===== config.mk =====
export PLATFORM = sky130hd
export DESIGN_NAME = agu
export DESIGN_NICKNAME = d
export VERILOG_FILES = /design/src/logic/agu_pkg.sv /design/src/logic/dtlb_pkg.sv /design/src/logic/agu_bank_map.sv /design/src/logic/agu_bank_conflict.sv /design/src/logic/dtlb.sv /design/src/logic/agu_mode_state.sv /design/src/logic/agu.sv
export SDC_FILE = /design/constraint.sdc
export NUM_CORES = 1
export LEC_CHECK = 0
export BUFFER_PORTS_ARGS = -buffer_cell sky130_fd_sc_hd__buf_2
export CAP_MARGIN = 10
export CORE_MARGIN = 2
export CORE_UTILIZATION = 40
export CTS_CLUSTER_DIAMETER = 30
export DETAILED_ROUTE_END_ITERATION = 16
export MAX_ROUTING_LAYER = met4
export SLEW_MARGIN = 10
export SYNTH_ARGS = -nofsm -noshare
export SYNTH_HDL_FRONTEND = slang
export SYNTH_SLANG_ARGS = --single-unit

===== constraint.sdc =====
create_clock -name clk -period 3.85 [get_ports clk]
set_input_delay 0.77 -clock clk [delete_from_list [all_inputs] [get_ports clk]]
set_output_delay 0.77 -clock clk [all_outputs]
set_load 0.03 [all_outputs]

===== src/logic/agu_pkg.sv =====
`default_nettype none

package agu_pkg;

  // data cache line geometry
  localparam int bank_count = 32;
  localparam int line_bytes = 128;
  localparam int page_bits = 13;
  localparam int paddr_width = 44;

  typedef logic [bank_count-1:0] bank_mask_t;
  typedef logic [$clog2(bank_count)-1:0] bank_idx_t;
  // line pair address, physical bits 43 down to 8
  typedef logic [paddr_width-9:0] line_addr_t;

  typedef logic [8:0] reg_no_t;
  typedef logic [8:0] lsq_no_t;
  typedef logic [9:0] ii_no_t;
  typedef logic [7:0] wq_no_t;

  // bit 0 is store, bits 5..1 hold the size code
  typedef logic [12:0] op_t;

  // sz_ldbl is 10 bytes, sz_fill always spans five banks
  typedef enum logic [2:0] {
    sz_byte,
    sz_half,
    sz_word,
    sz_dword,
    sz_ldbl,
    sz_quad,
    sz_fill
  } size_class_e;

  typedef struct packed {
    op_t         op;
    logic [63:0] vaddr;
    reg_no_t     regno;
    lsq_no_t     lsq;
    ii_no_t      ii;
    wq_no_t      wq;
    logic        thread;
    logic        lsflag;
  } agu_req_t;

  typedef struct packed {
    op_t                    op;
    reg_no_t                regno;
    lsq_no_t                lsq;
    ii_no_t                 ii;
    wq_no_t                 wq;
    logic                   thread;
    logic                   lsflag;
    bank_mask_t             banks;
    bank_idx_t              bank0;
    logic                   odd;
    logic [1:0]             addr_low;
    logic                   split;
    line_addr_t             addr_even;
    line_addr_t             addr_odd;
    logic [paddr_width-1:0] addr_main;
    logic [1:0]             mtype;
  } mem_op_t;

endpackage

`default_nettype wire


===== src/logic/dtlb_pkg.sv =====
`default_nettype none

package dtlb_pkg;

  typedef logic [20:0] proc_id_t;
  // virtual address bits 43..13
  typedef logic [30:0] vpn_t;
  typedef logic [30:0] ppn_t;

  typedef struct packed {
    ppn_t       ppn;
    logic [1:0] mtype;
    logic       sys;
    logic       perm;
  } tlb_entry_t;

  // way is wide enough for up to 8 ways
  typedef struct packed {
    logic       valid;
    logic [2:0] way;
    proc_id_t   proc;
    vpn_t       vpn;
    tlb_entry_t entry;
  } tlb_write_t;

  typedef struct packed {
    logic        en;
    logic [15:0] no;
    logic [63:0] data;
  } csr_write_t;

  // page csr carries the process id in bits 63..40
  localparam logic [15:0] csr_page = 16'h0010;
  localparam logic [15:0] csr_mflags = 16'h0011;

  typedef logic [1:0] cpl_t;
  localparam cpl_t cpl_kernel = 2'd0;
  localparam cpl_t cpl_user = 2'd3;

  typedef logic [7:0] fault_code_t;
  localparam int fault_this_bit = 0;
  localparam int fault_next_bit = 1;

endpackage

`default_nettype wire


===== src/logic/agu_bank_map.sv =====
`default_nettype none

module agu_bank_map (
  input  agu_pkg::op_t       op,
  input  logic [6:0]         addr_low,
  output agu_pkg::bank_mask_t banks,
  output agu_pkg::bank_idx_t  bank0,
  output logic               split
);

  import agu_pkg::*;

  size_class_e size_class;
  logic [4:0]  size_bytes;
  logic [4:0]  span;
  logic [4:0]  span_round;
  logic [2:0]  nbanks;
  logic [4:0]  offs;

  assign bank0 = addr_low[6:2];

  // size code decode
  always_comb begin
    case (op[5:1])
      5'd16: size_class = sz_byte;
      5'd17: size_class = sz_half;
      5'd18: size_class = sz_word;
      5'd19: size_class = sz_dword;
      5'd3: size_class = sz_ldbl;
      // 128 bit int and float forms
      5'd0, 5'd1, 5'd2: size_class = sz_quad;
      5'd12, 5'd13, 5'd14: size_class = sz_quad;
      5'd4, 5'd5, 5'd6: size_class = sz_word;
      5'd8, 5'd9, 5'd10: size_class = sz_dword;
      5'd15: size_class = sz_fill;
      default: size_class = sz_dword;
    endcase
  end

  always_comb begin
    case (size_class)
      sz_byte: size_bytes = 5'd1;
      sz_half: size_bytes = 5'd2;
      sz_word: size_bytes = 5'd4;
      sz_dword: size_bytes = 5'd8;
      sz_ldbl: size_bytes = 5'd10;
      default: size_bytes = 5'd16;
    endcase
  end

  // banks touched, rounded up from the word offset
  assign span = {3'b000, addr_low[1:0]} + size_bytes;
  assign span_round = span + 5'd3;

  always_comb begin
    if (size_class == sz_fill) begin
      nbanks = 3'd5;
    end else begin
      nbanks = span_round[4:2];
    end
  end

  // mask runs upward from bank0 and wraps at 32
  always_comb begin
    offs = '0;
    for (int i = 0; i < bank_count; i++) begin
      offs = 5'(i) - bank0;
      banks[i] = offs < {2'b00, nbanks};
    end
  end

  // range ends past the last bank
  assign split = ({1'b0, bank0} + {3'b000, nbanks}) > 6'(bank_count);

endmodule

`default_nettype wire


===== src/logic/agu_bank_conflict.sv =====
`default_nettype none

module agu_bank_conflict (
  input  logic                valid,
  input  agu_pkg::bank_mask_t banks,
  input  agu_pkg::bank_mask_t other0_banks,
  input  agu_pkg::bank_mask_t other1_banks,
  input  agu_pkg::bank_mask_t otherR_banks,
  input  logic                other_flip,
  input  logic                bus_hold,
  output agu_pkg::bank_mask_t granted,
  output logic                conflict
);

  import agu_pkg::*;

  bank_mask_t lost;

  // flip picks which of the two ports ranks ahead of us
  always_comb begin
    for (int i = 0; i < bank_count; i++) begin
      lost[i] = banks[i] &
        (otherR_banks[i] | (other_flip ? other1_banks[i] : other0_banks[i]));
    end
  end

  assign granted = banks & ~lost;

  // held bus drops the report
  assign conflict = valid & ~bus_hold & (|lost);

endmodule

`default_nettype wire


===== src/logic/dtlb.sv =====
`default_nettype none

module dtlb #(
  parameter int tlb_ways = 4
) (
  input  logic                 clk,
  input  logic                 rst,
  input  dtlb_pkg::proc_id_t   proc,
  input  dtlb_pkg::vpn_t       vpn,
  output logic                 hit,
  output dtlb_pkg::tlb_entry_t entry,
  output logic                 hit_next,
  output dtlb_pkg::tlb_entry_t entry_next,
  input  dtlb_pkg::tlb_write_t wr
);

  import dtlb_pkg::*;

  logic [tlb_ways-1:0] valid_q;
  proc_id_t            tag_proc_q [tlb_ways];
  vpn_t                tag_vpn_q [tlb_ways];
  tlb_entry_t          entry_q [tlb_ways];

  vpn_t                vpn_next;
  logic [tlb_ways-1:0] match;
  logic [tlb_ways-1:0] match_next;

  // second lookup serves lines that cross into the next page
  assign vpn_next = vpn + vpn_t'(1);

  always_comb begin
    for (int w = 0; w < tlb_ways; w++) begin
      match[w] = valid_q[w] && tag_proc_q[w] == proc && tag_vpn_q[w] == vpn;
      match_next[w] = valid_q[w] && tag_proc_q[w] == proc && tag_vpn_q[w] == vpn_next;
    end
  end

  assign hit = |match;
  assign hit_next = |match_next;

  // ways are kept unique by the refill logic, so or-select is enough
  always_comb begin
    entry = '0;
    entry_next = '0;
    for (int w = 0; w < tlb_ways; w++) begin
      if (match[w]) begin
        entry = entry | entry_q[w];
      end
      if (match_next[w]) begin
        entry_next = entry_next | entry_q[w];
      end
    end
  end

  always_ff @(posedge clk) begin
    if (rst) begin
      valid_q <= '0;
      for (int w = 0; w < tlb_ways; w++) begin
        tag_proc_q[w] <= '0;
        tag_vpn_q[w] <= '0;
        entry_q[w] <= '0;
      end
    end else if (wr.valid) begin
      for (int w = 0; w < tlb_ways; w++) begin
        if (wr.way == 3'(w)) begin
          valid_q[w] <= 1'b1;
          tag_proc_q[w] <= wr.proc;
          tag_vpn_q[w] <= wr.vpn;
          entry_q[w] <= wr.entry;
        end
      end
    end
  end

endmodule

`default_nettype wire


===== src/logic/agu_mode_state.sv =====
`default_nettype none

module agu_mode_state (
  input  logic                 clk,
  input  logic                 rst,
  input  dtlb_pkg::csr_write_t csr_wr,
  input  logic                 except,
  input  logic                 except_gate,
  input  logic                 except_in_km,
  output dtlb_pkg::proc_id_t   proc,
  output dtlb_pkg::cpl_t       cpl
);

  import dtlb_pkg::*;

  logic page_wr;
  logic mflags_wr;
  logic except_take;

  assign page_wr = csr_wr.en && csr_wr.no == csr_page;
  assign mflags_wr = csr_wr.en && csr_wr.no == csr_mflags;
  assign except_take = except && except_gate;

  // low 21 bits of the page field
  always_ff @(posedge clk) begin
    if (rst) begin
      proc <= '0;
    end else if (page_wr) begin
      proc <= csr_wr.data[60:40];
    end
  end

  // zero after reset means kernel
  always_ff @(posedge clk) begin
    if (rst) begin
      cpl <= cpl_kernel;
    end else if (except_take) begin
      // exception entry wins over a same-cycle mflags write
      cpl <= except_in_km ? cpl_kernel : cpl_user;
    end else if (mflags_wr) begin
      cpl <= csr_wr.data[1:0];
    end
  end

endmodule

`default_nettype wire


===== src/logic/agu.sv =====
`default_nettype none

module agu #(
  parameter int tlb_ways = 4
) (
  input  logic                  clk,
  input  logic                  rst,
  input  agu_pkg::agu_req_t     req,
  input  logic                  req_en,
  input  logic                  except,
  input  logic                  except_gate,
  input  logic                  except_in_km,
  input  logic                  bus_hold,
  input  agu_pkg::bank_mask_t   other0_banks,
  input  agu_pkg::bank_mask_t   other1_banks,
  input  agu_pkg::bank_mask_t   otherR_banks,
  input  logic                  other_flip,
  input  dtlb_pkg::tlb_write_t  tlb_wr,
  input  dtlb_pkg::csr_write_t  csr_wr,
  output agu_pkg::mem_op_t      mem_op,
  output logic                  mem_op_en,
  output logic                  tlb_miss,
  output logic                  page_fault,
  output dtlb_pkg::fault_code_t fault_code,
  output logic                  conflict
);

  import agu_pkg::*;
  import dtlb_pkg::*;

  agu_req_t             req_q;
  logic                 valid_q;
  logic                 live;
  bank_mask_t           banks;
  bank_mask_t           granted;
  bank_idx_t            bank0;
  logic                 split;
  logic [page_bits:0]   next_off;
  logic                 page_carry;
  logic                 need_next;
  logic                 hit;
  logic                 hit_next;
  tlb_entry_t           entry;
  tlb_entry_t           entry_next;
  proc_id_t             proc;
  cpl_t                 cpl;
  ppn_t                 next_ppn;
  line_addr_t           this_line;
  line_addr_t           next_line;
  logic                 user;
  logic                 fault_this;
  logic                 fault_next;

  always_ff @(posedge clk) begin
    if (req_en) begin
      req_q <= req;
    end
  end

  always_ff @(posedge clk) begin
    if (rst) begin
      valid_q <= 1'b0;
    end else begin
      valid_q <= req_en & ~except;
    end
  end

  // an exception in the output cycle kills the op
  assign live = valid_q & ~except;

  agu_bank_map u_bank_map (
    .op       (req_q.op),
    .addr_low (req_q.vaddr[6:0]),
    .banks    (banks),
    .bank0    (bank0),
    .split    (split)
  );

  agu_bank_conflict u_bank_conflict (
    .valid        (live),
    .banks        (banks),
    .other0_banks (other0_banks),
    .other1_banks (other1_banks),
    .otherR_banks (otherR_banks),
    .other_flip   (other_flip),
    .bus_hold     (bus_hold),
    .granted      (granted),
    .conflict     (conflict)
  );

  dtlb #(
    .tlb_ways (tlb_ways)
  ) u_dtlb (
    .clk        (clk),
    .rst        (rst),
    .proc       (proc),
    .vpn        (req_q.vaddr[43:13]),
    .hit        (hit),
    .entry      (entry),
    .hit_next   (hit_next),
    .entry_next (entry_next),
    .wr         (tlb_wr)
  );

  agu_mode_state u_mode_state (
    .clk          (clk),
    .rst          (rst),
    .csr_wr       (csr_wr),
    .except       (except),
    .except_gate  (except_gate),
    .except_in_km (except_in_km),
    .proc         (proc),
    .cpl          (cpl)
  );

  // next line offset, carry means the next page
  assign next_off = {1'b0, req_q.vaddr[page_bits-1:0]} + (page_bits + 1)'(line_bytes);
  assign page_carry = next_off[page_bits];
  assign need_next = split & page_carry;

  assign next_ppn = page_carry ? entry_next.ppn : entry.ppn;
  assign this_line = {entry.ppn, req_q.vaddr[12:8]};
  assign next_line = {next_ppn, next_off[12:8]};

  assign mem_op_en = live & hit & (~need_next | hit_next);
  assign tlb_miss = live & (~hit | (need_next & ~hit_next));

  assign user = cpl == cpl_user;
  assign fault_this = hit & ((entry.sys & user) | ~entry.perm);
  assign fault_next = need_next & hit_next & ((entry_next.sys & user) | ~entry_next.perm);

  always_comb begin
    fault_code = '0;
    fault_code[fault_this_bit] = live & fault_this;
    fault_code[fault_next_bit] = live & fault_next;
  end

  assign page_fault = ~bus_hold & (|fault_code);

  always_comb begin
    mem_op.op = req_q.op;
    mem_op.regno = req_q.regno;
    mem_op.lsq = req_q.lsq;
    mem_op.ii = req_q.ii;
    mem_op.wq = req_q.wq;
    mem_op.thread = req_q.thread;
    mem_op.lsflag = req_q.lsflag;
    mem_op.banks = mem_op_en ? granted : '0;
    mem_op.bank0 = bank0;
    mem_op.odd = req_q.vaddr[7];
    mem_op.addr_low = req_q.vaddr[1:0];
    mem_op.split = split;
    // odd flag swaps which line is even
    mem_op.addr_even = req_q.vaddr[7] ? next_line : this_line;
    mem_op.addr_odd = req_q.vaddr[7] ? this_line : next_line;
    mem_op.addr_main = {entry.ppn, req_q.vaddr[page_bits-1:0]};
    mem_op.mtype = entry.mtype;
  end

endmodule

`default_nettype wire


==> results.cfg, run 1 <==
[floorplan]
die_area_um2 = 70000
initial_utilization_pct = 40.4
die_w_um = 265
core.rowCount = 95
die_h_um = 265
ioPinCount = 613
core_area_um2 = 67200

[clock_network]
cts.clk_slew.worst_paths_ps = 50
tritoncts = built
numCtsBuffers = 103
clk_latency_ps = 650
clock-sinks = 474
cts_hold_buf = 0
htreeDepth = 3
cts-root-buf = clkbuf_16
cts.path.max_buffers = 3

[critical_path]
worstPathCellList = buf_6 -> ha_4 -> nand3_4 -> buf_12 -> buf_12 -> nor4_4 -> nand3_1 -> a2111oi_2 -> nand4_1 -> nor4_4 -> buf_4 -> and2_4 -> or4_4 -> o21ai_4 -> buf_12 -> buf_16 -> buf_4 -> nor3_4 -> buf_6
critPathBufInv = 8
cp_slowest_cell = a2111oi_2
slowest_delay_ps = 410
cp_top_family = simple AND/OR/NAND/NOR gates
worstPathRequired_ps = 3080
worstSetupEndpointType = output pin
critPathLaunchType = flip-flop
cpMostUsedCell = buf_12
crit_arrival_ps = 4390
path_max_fanout = 6
path_class = flip-flop to output pin

[finish]
layout.nets = 3812
final_area_um2 = 41700
area_growth_pct = 53.6
seq_area_um2 = 13900
fillers = 5292
drive_gt1_share_pct = 46.9
multi_input_area_um2 = 14100

[drt]
drt_iter0_drc = 1752
drcViolationCount = 0
ant_nets = 0
viasPerCell = 5.56
drt_first_pass_iters = 5
vias = 24300
wl_per_cell_um = 25.6
wirelength_mm = 112

[synth]
syn-cell-area_um2 = 27200
synth_top_area_share_pct = 49.0
yosysSeqAreaShare_pct = 51.3
synth_cell_types = 81
ys_ff_latch = 474
ys.flop_type = edfxtp_1
yosys_warnings = 0
synthCells = 2462
synth_edf_count = 443
syn_area_per_cell_um2 = 11.0
yosys-top-cells-count = 443 x edfxtp_1, 271 x and3_1, 179 x xnor2_1
synth_area_leaders = edfxtp_1 49%, and3_1 6.2%, xnor2_1 5.8%
async_flop_share_pct = 0
synth_top_area_cell = edfxtp_1
synth_most_common_cell = edfxtp_1

[power]
power_density_nw_per_um2 = 449
power_mw = 18.8
peakVddDrop_mv = 0.481
leakagePower_nw = 17.7

[grt]
grt_pass1_vias = 25100
grt_pass1_wl_mm = 161
grt_max_degree = 265
grt_usage_pct = 31.8
overflow = 0
antenna_found_initial = 28

[job]
maxCapViolCount = 0

[timing]
worstMarginPinSlew_ps = 1140
max_freq_mhz = 194
setup_viol_count_final = 134
max_slew_margin_pct = 23.7
drv_slew = 0
min_period_ps = 5160
finalSetupTns_ps = -141850
rsz0062_at_grt = true
hold_viol = 0
finalWorstSetupSlack_ps = -1310
fin_crit_sh_pct = 134
skew_ps = 13.0
worst_hold_slack_ps = 291

[min_path]
hp-class = input port to flip-flop

[placed_design]
io_buffers = 545
placed_cell_area_um2 = 34200
hpwl_mm = 76.6
post-place-ws_ps = -1040
gp_congestion = 1.00

[run_status]
violations = negative setup slack
status = finished, violations left
[area by class of cell]
class | instances | area share (%)
Tap cell | 873 | 2.62
Clock inverter | 79 | 2.50
Antenna cell | 29 | 0.174
Sequential cell | 474 | 33.4
Multi-Input combinational cell | 1689 | 33.7
Timing Repair Buffer | 1085 | 20.9
Clock buffer | 115 | 6.46
Inverter | 33 | 0.309
[worst register-to-register path, cell delays in order, from the launching register on]
cell and delay [ps]:
edfxtp_1 400, mux2_2 320, xnor2_1 150, or2_2 290
a21oi_1 120, a21oi_1 50
[stage by stage]
step,util [%],std cells
6_report,62.1,4377
5_1_grt,62.1,4373
4_1_cts,60.4,4321
3_5_place_dp,51.0,4059
3_3_place_gp,51.0,4059
2_1_floorplan,-,2467
[registers in the layout, indices dropped and copies added, names as in the netlist]
name                   cells
u_dtlb.entry_q           140
u_dtlb.tag_proc_q         84
u_mode_state.proc         21
u_dtlb.valid_q             4
mem_op                    64
u_bank_map.size_class      3
u_mode_state.cpl           2
u_dtlb.tag_vpn_q         124
req_q                     31
valid_q                    1
[layer usage]
layer	vias to the layer above	routed length, um	GRT usage [%]
met5	-	0	-
met4	0	4970	14.2
met3	253	7090	5.35
met2	1118	56600	53.9
met1	12000	43300	37.0
li1	10900	-	-
[layout by cell type, fill, tap and decap left out, types with 16 or more instances in the layout]
cell | netlist | final
edfxtp_1 | 443 | 443
a31oi_4 | 0 | 32
a211oi_1 | 24 | 22
xor2_1 | 128 | 122
diode_2 | 0 | 29
a21oi_1 | 33 | 28
bufinv_16 | 0 | 19
mux2i_1 | 32 | 31
buf_6 | 6 | 203
or3_1 | 20 | 16
clkbuf_16 | 0 | 110
nand3_1 | 30 | 30
buf_4 | 85 | 413
a22oi_1 | 131 | 45
inv_1 | 31 | 26
nor3_1 | 40 | 17
a22oi_2 | 0 | 86
buf_12 | 0 | 40
and3_1 | 271 | 268
nor3_4 | 0 | 16
nor2b_1 | 26 | 24
and2_1 | 94 | 91
nand2_1 | 146 | 126
xnor2_1 | 179 | 165
nor4_1 | 50 | 30
buf_2 | 27 | 410
mux2_4 | 0 | 31
ha_1 | 33 | 30
o21ai_0 | 27 | 20
nand2_2 | 1 | 17
dfxtp_1 | 31 | 29
nand4_1 | 48 | 48
nor4_4 | 3 | 21
nor2_1 | 111 | 100
[final timing paths]
kind	slack [ps]	endpoint	cells after the start	start
setup / recovery	-1310	mem_op[132]	19	req_q[51]
hold / removal	290	mem_op[192]	1	req[33]
setup reg to reg	2400	u_bank_map.size_class[0]	5	mem_op[200]
hold reg to reg	460	u_dtlb.valid_q[3]	1	u_dtlb.valid_q[3]
[report_power, final]
| part | leakage [nW] | internal [mW] | switching, mW |
|---|---|---|---|
| clock | 1.79 | 6.34 | 3.01 |
| sequential | 4.54 | 6.01 | 0.237 |
| combinational | 11.4 | 1.33 | 1.82 |
[kinds of logic after synthesis]
family          synth area share (%)
buf+inv                         5.67
xor+xnor                        9.90
mux                             3.09
compound gates                  8.80
fa+ha+maj                       1.67
flops                           51.3
simple gates                    19.6
other cells                   0.0138
[what timing repair did]
item / 4_1_cts / 5_1_grt
gates cloned: 14 / 5
resized for setup: 451 / 198
setup endpoints to repair: 134 / 134
pin swaps: 99 / 78
setup buffers: 57 / 39
No activity file was read; power rests on OpenSTA's default activity.
==> run 2: changes to the inputs <==
Clock period 3.85 ns to 4.76 ns, I/O delays scaled along.
==> results.cfg, run 2 (synthesized netlist as in run 1, its figures left out) <==
[run_status]
status = finished, violations left
violations = negative setup slack

[critical_path]
worstPathRequired_ps = 3810
path_max_fanout = 9
startpoint = req_q[65]
worstSetupEndpointType = output pin
path_class = flip-flop to output pin
cp_slowest_cell = or4_4
cpMostUsedCell = buf_4
slowest_delay_ps = 580
worstReg2RegStart = mem_op[201]
ff2ff_path_depth = 5
critPathLaunchType = flip-flop
worstPathCellList = buf_4 -> nand4_1 -> nor2_2 -> buf_4 -> a21oi_2 -> a211o_1 -> or4_4 -> nor4_4 -> buf_4 -> and2_4 -> buf_8 -> buf_12 -> buf_12 -> buf_6 -> a22oi_2 -> a31oi_1 -> buf_4
crit_arrival_ps = 4390

[drt]
wirelength_mm = 111
drt_first_pass_iters = 5
viasPerCell = 5.61
drt_iter0_drc = 1985
drcViolationCount = 0
vias = 23800
wl_per_cell_um = 26.2
ant_nets = 0

[min_path]
hp-class = input port to flip-flop
hold_depth = 1
min-delay-start = req[9]

[grt]
grt_max_degree = 265
grt_pass1_wl_mm = 158
grt_pass1_vias = 23900
antenna_found_initial = 22
overflow = 0
grt_usage_pct = 31.3

[finish]
final_common_cell = edfxtp_1
largest_register = u_dtlb.entry_q
drive_gt1_share_pct = 41.9
fillers = 5478
reg_top3 = u_dtlb.entry_q: 140 flops, u_dtlb.tag_vpn_q: 124 flops, u_dtlb.tag_proc_q: 84 flops
layout.nets = 3672
final_util_pct = 58.8
area_growth_pct = 45.5
mostFrequentLayoutCells = 443 x edfxtp_1, 414 x buf_2, 301 x buf_4
final_area_um2 = 39500
largest_reg_flops = 140

[power]
leakagePower_nw = 16.8
power_density_nw_per_um2 = 375
peakVddDrop_mv = 0.345
power_mw = 14.8

[timing]
worstMarginPinSlew_ps = 1070
skew_ps = 30.3
fin_crit_sh_pct = 112
setup_viol_count_final = 107
max_freq_mhz = 187
finalWorstSetupSlack_ps = -586
hold_viol = 0
drv_slew = 0
min_period_ps = 5350
rsz0062_at_grt = true
max_slew_margin_pct = 28.7

[floorplan]
initial_utilization_pct = 40.4
die_area_um2 = 70000
ioPinCount = 613
die_w_um = 265
core_area_um2 = 67200
core.rowCount = 95
die_h_um = 265

[clock_network]
numCtsBuffers = 110
clock-sinks = 474
htreeDepth = 3
cts.clk_slew.worst_paths_ps = 50
cts-root-buf = clkbuf_16
tritoncts = built
cts.path.max_buffers = 3
cts_hold_buf = 0
clk_latency_ps = 650

[placed_design]
hpwl_mm = 77.1
gp_congestion = 0.977
placed_cell_area_um2 = 32200
io_buffers = 545

[job]
maxCapViolCount = 0
## run 2: cell types whose count changed in the layout (fill, tap and decap cells not counted), sizes merged
cell | before | now
buf | 1081 | 931
inv | 44 | 37
bufinv | 19 | 13
diode | 29 | 24
clkinvlp | 13 | 11
clkbuf | 119 | 135
clkinv | 36 | 50
## run 2: through the flow
stage	setup TNS, ps	setup WS, ps	instances	hold WS [ps]
final	-42510	-586	4237	468
after global routing	-59430	-702	4233	447
after CTS	-48490	-574	4182	434
after detailed placement	-7150	-228	3909	447
after global placement	-4650	-229	3909	434
after floorplan	-688	-105	2467	426
## run 2: per-layer routing
metal  vias to the layer above  global-route usage (%)  part of all wire, %
met2                      1189                    52.3                   49
met1                     11700                    37.7                   39
met5                         -                       -                    0
met4                         0                    13.5                  4.1
li1                      10700                       -                    -
met3                       222                    4.97                  7.0
## run 2: worst paths after layout
| path | end | slack, ps |
|---|---|---|
| max | mem_op[79] | -590 |
| min | mem_op[168] | 470 |
| max reg2reg | u_bank_map.size_class[0] | 3280 |
| min reg2reg | u_dtlb.valid_q[3] | 480 |
## run 2: area by class of cell
cell class	count	area [um2]	area share (%)
clock inverter	78	860	2.18
multi-input combinational	1689	13200	33.5
tap	873	1090	2.76
antenna	24	60.1	0.152
inverter	33	126	0.320
sequential	474	13900	35.2
clock buffer	128	2870	7.26
timing repair buffer	938	7360	18.6
## run 2: what timing repair did
action,in CTS,in global routing
pin swaps,89,97
cloned,5,7
setup endpoints to repair,133,133
gates resized for setup,404,213
setup buffers,71,29
## run 2: report_power, final
part	internal [mW]	switching [mW]	total [mW]
registers	4.86	0.182	5.05
logic	0.868	1.41	2.28
clock network	5.01	2.47	7.48
## run 2: worst max-delay path: cells and delay by family, from the launching register on
family          cells  cell delay [ps]
buf+inv             8             1230
simple gates        5             1440
compound gates      4              590
flops               1              450
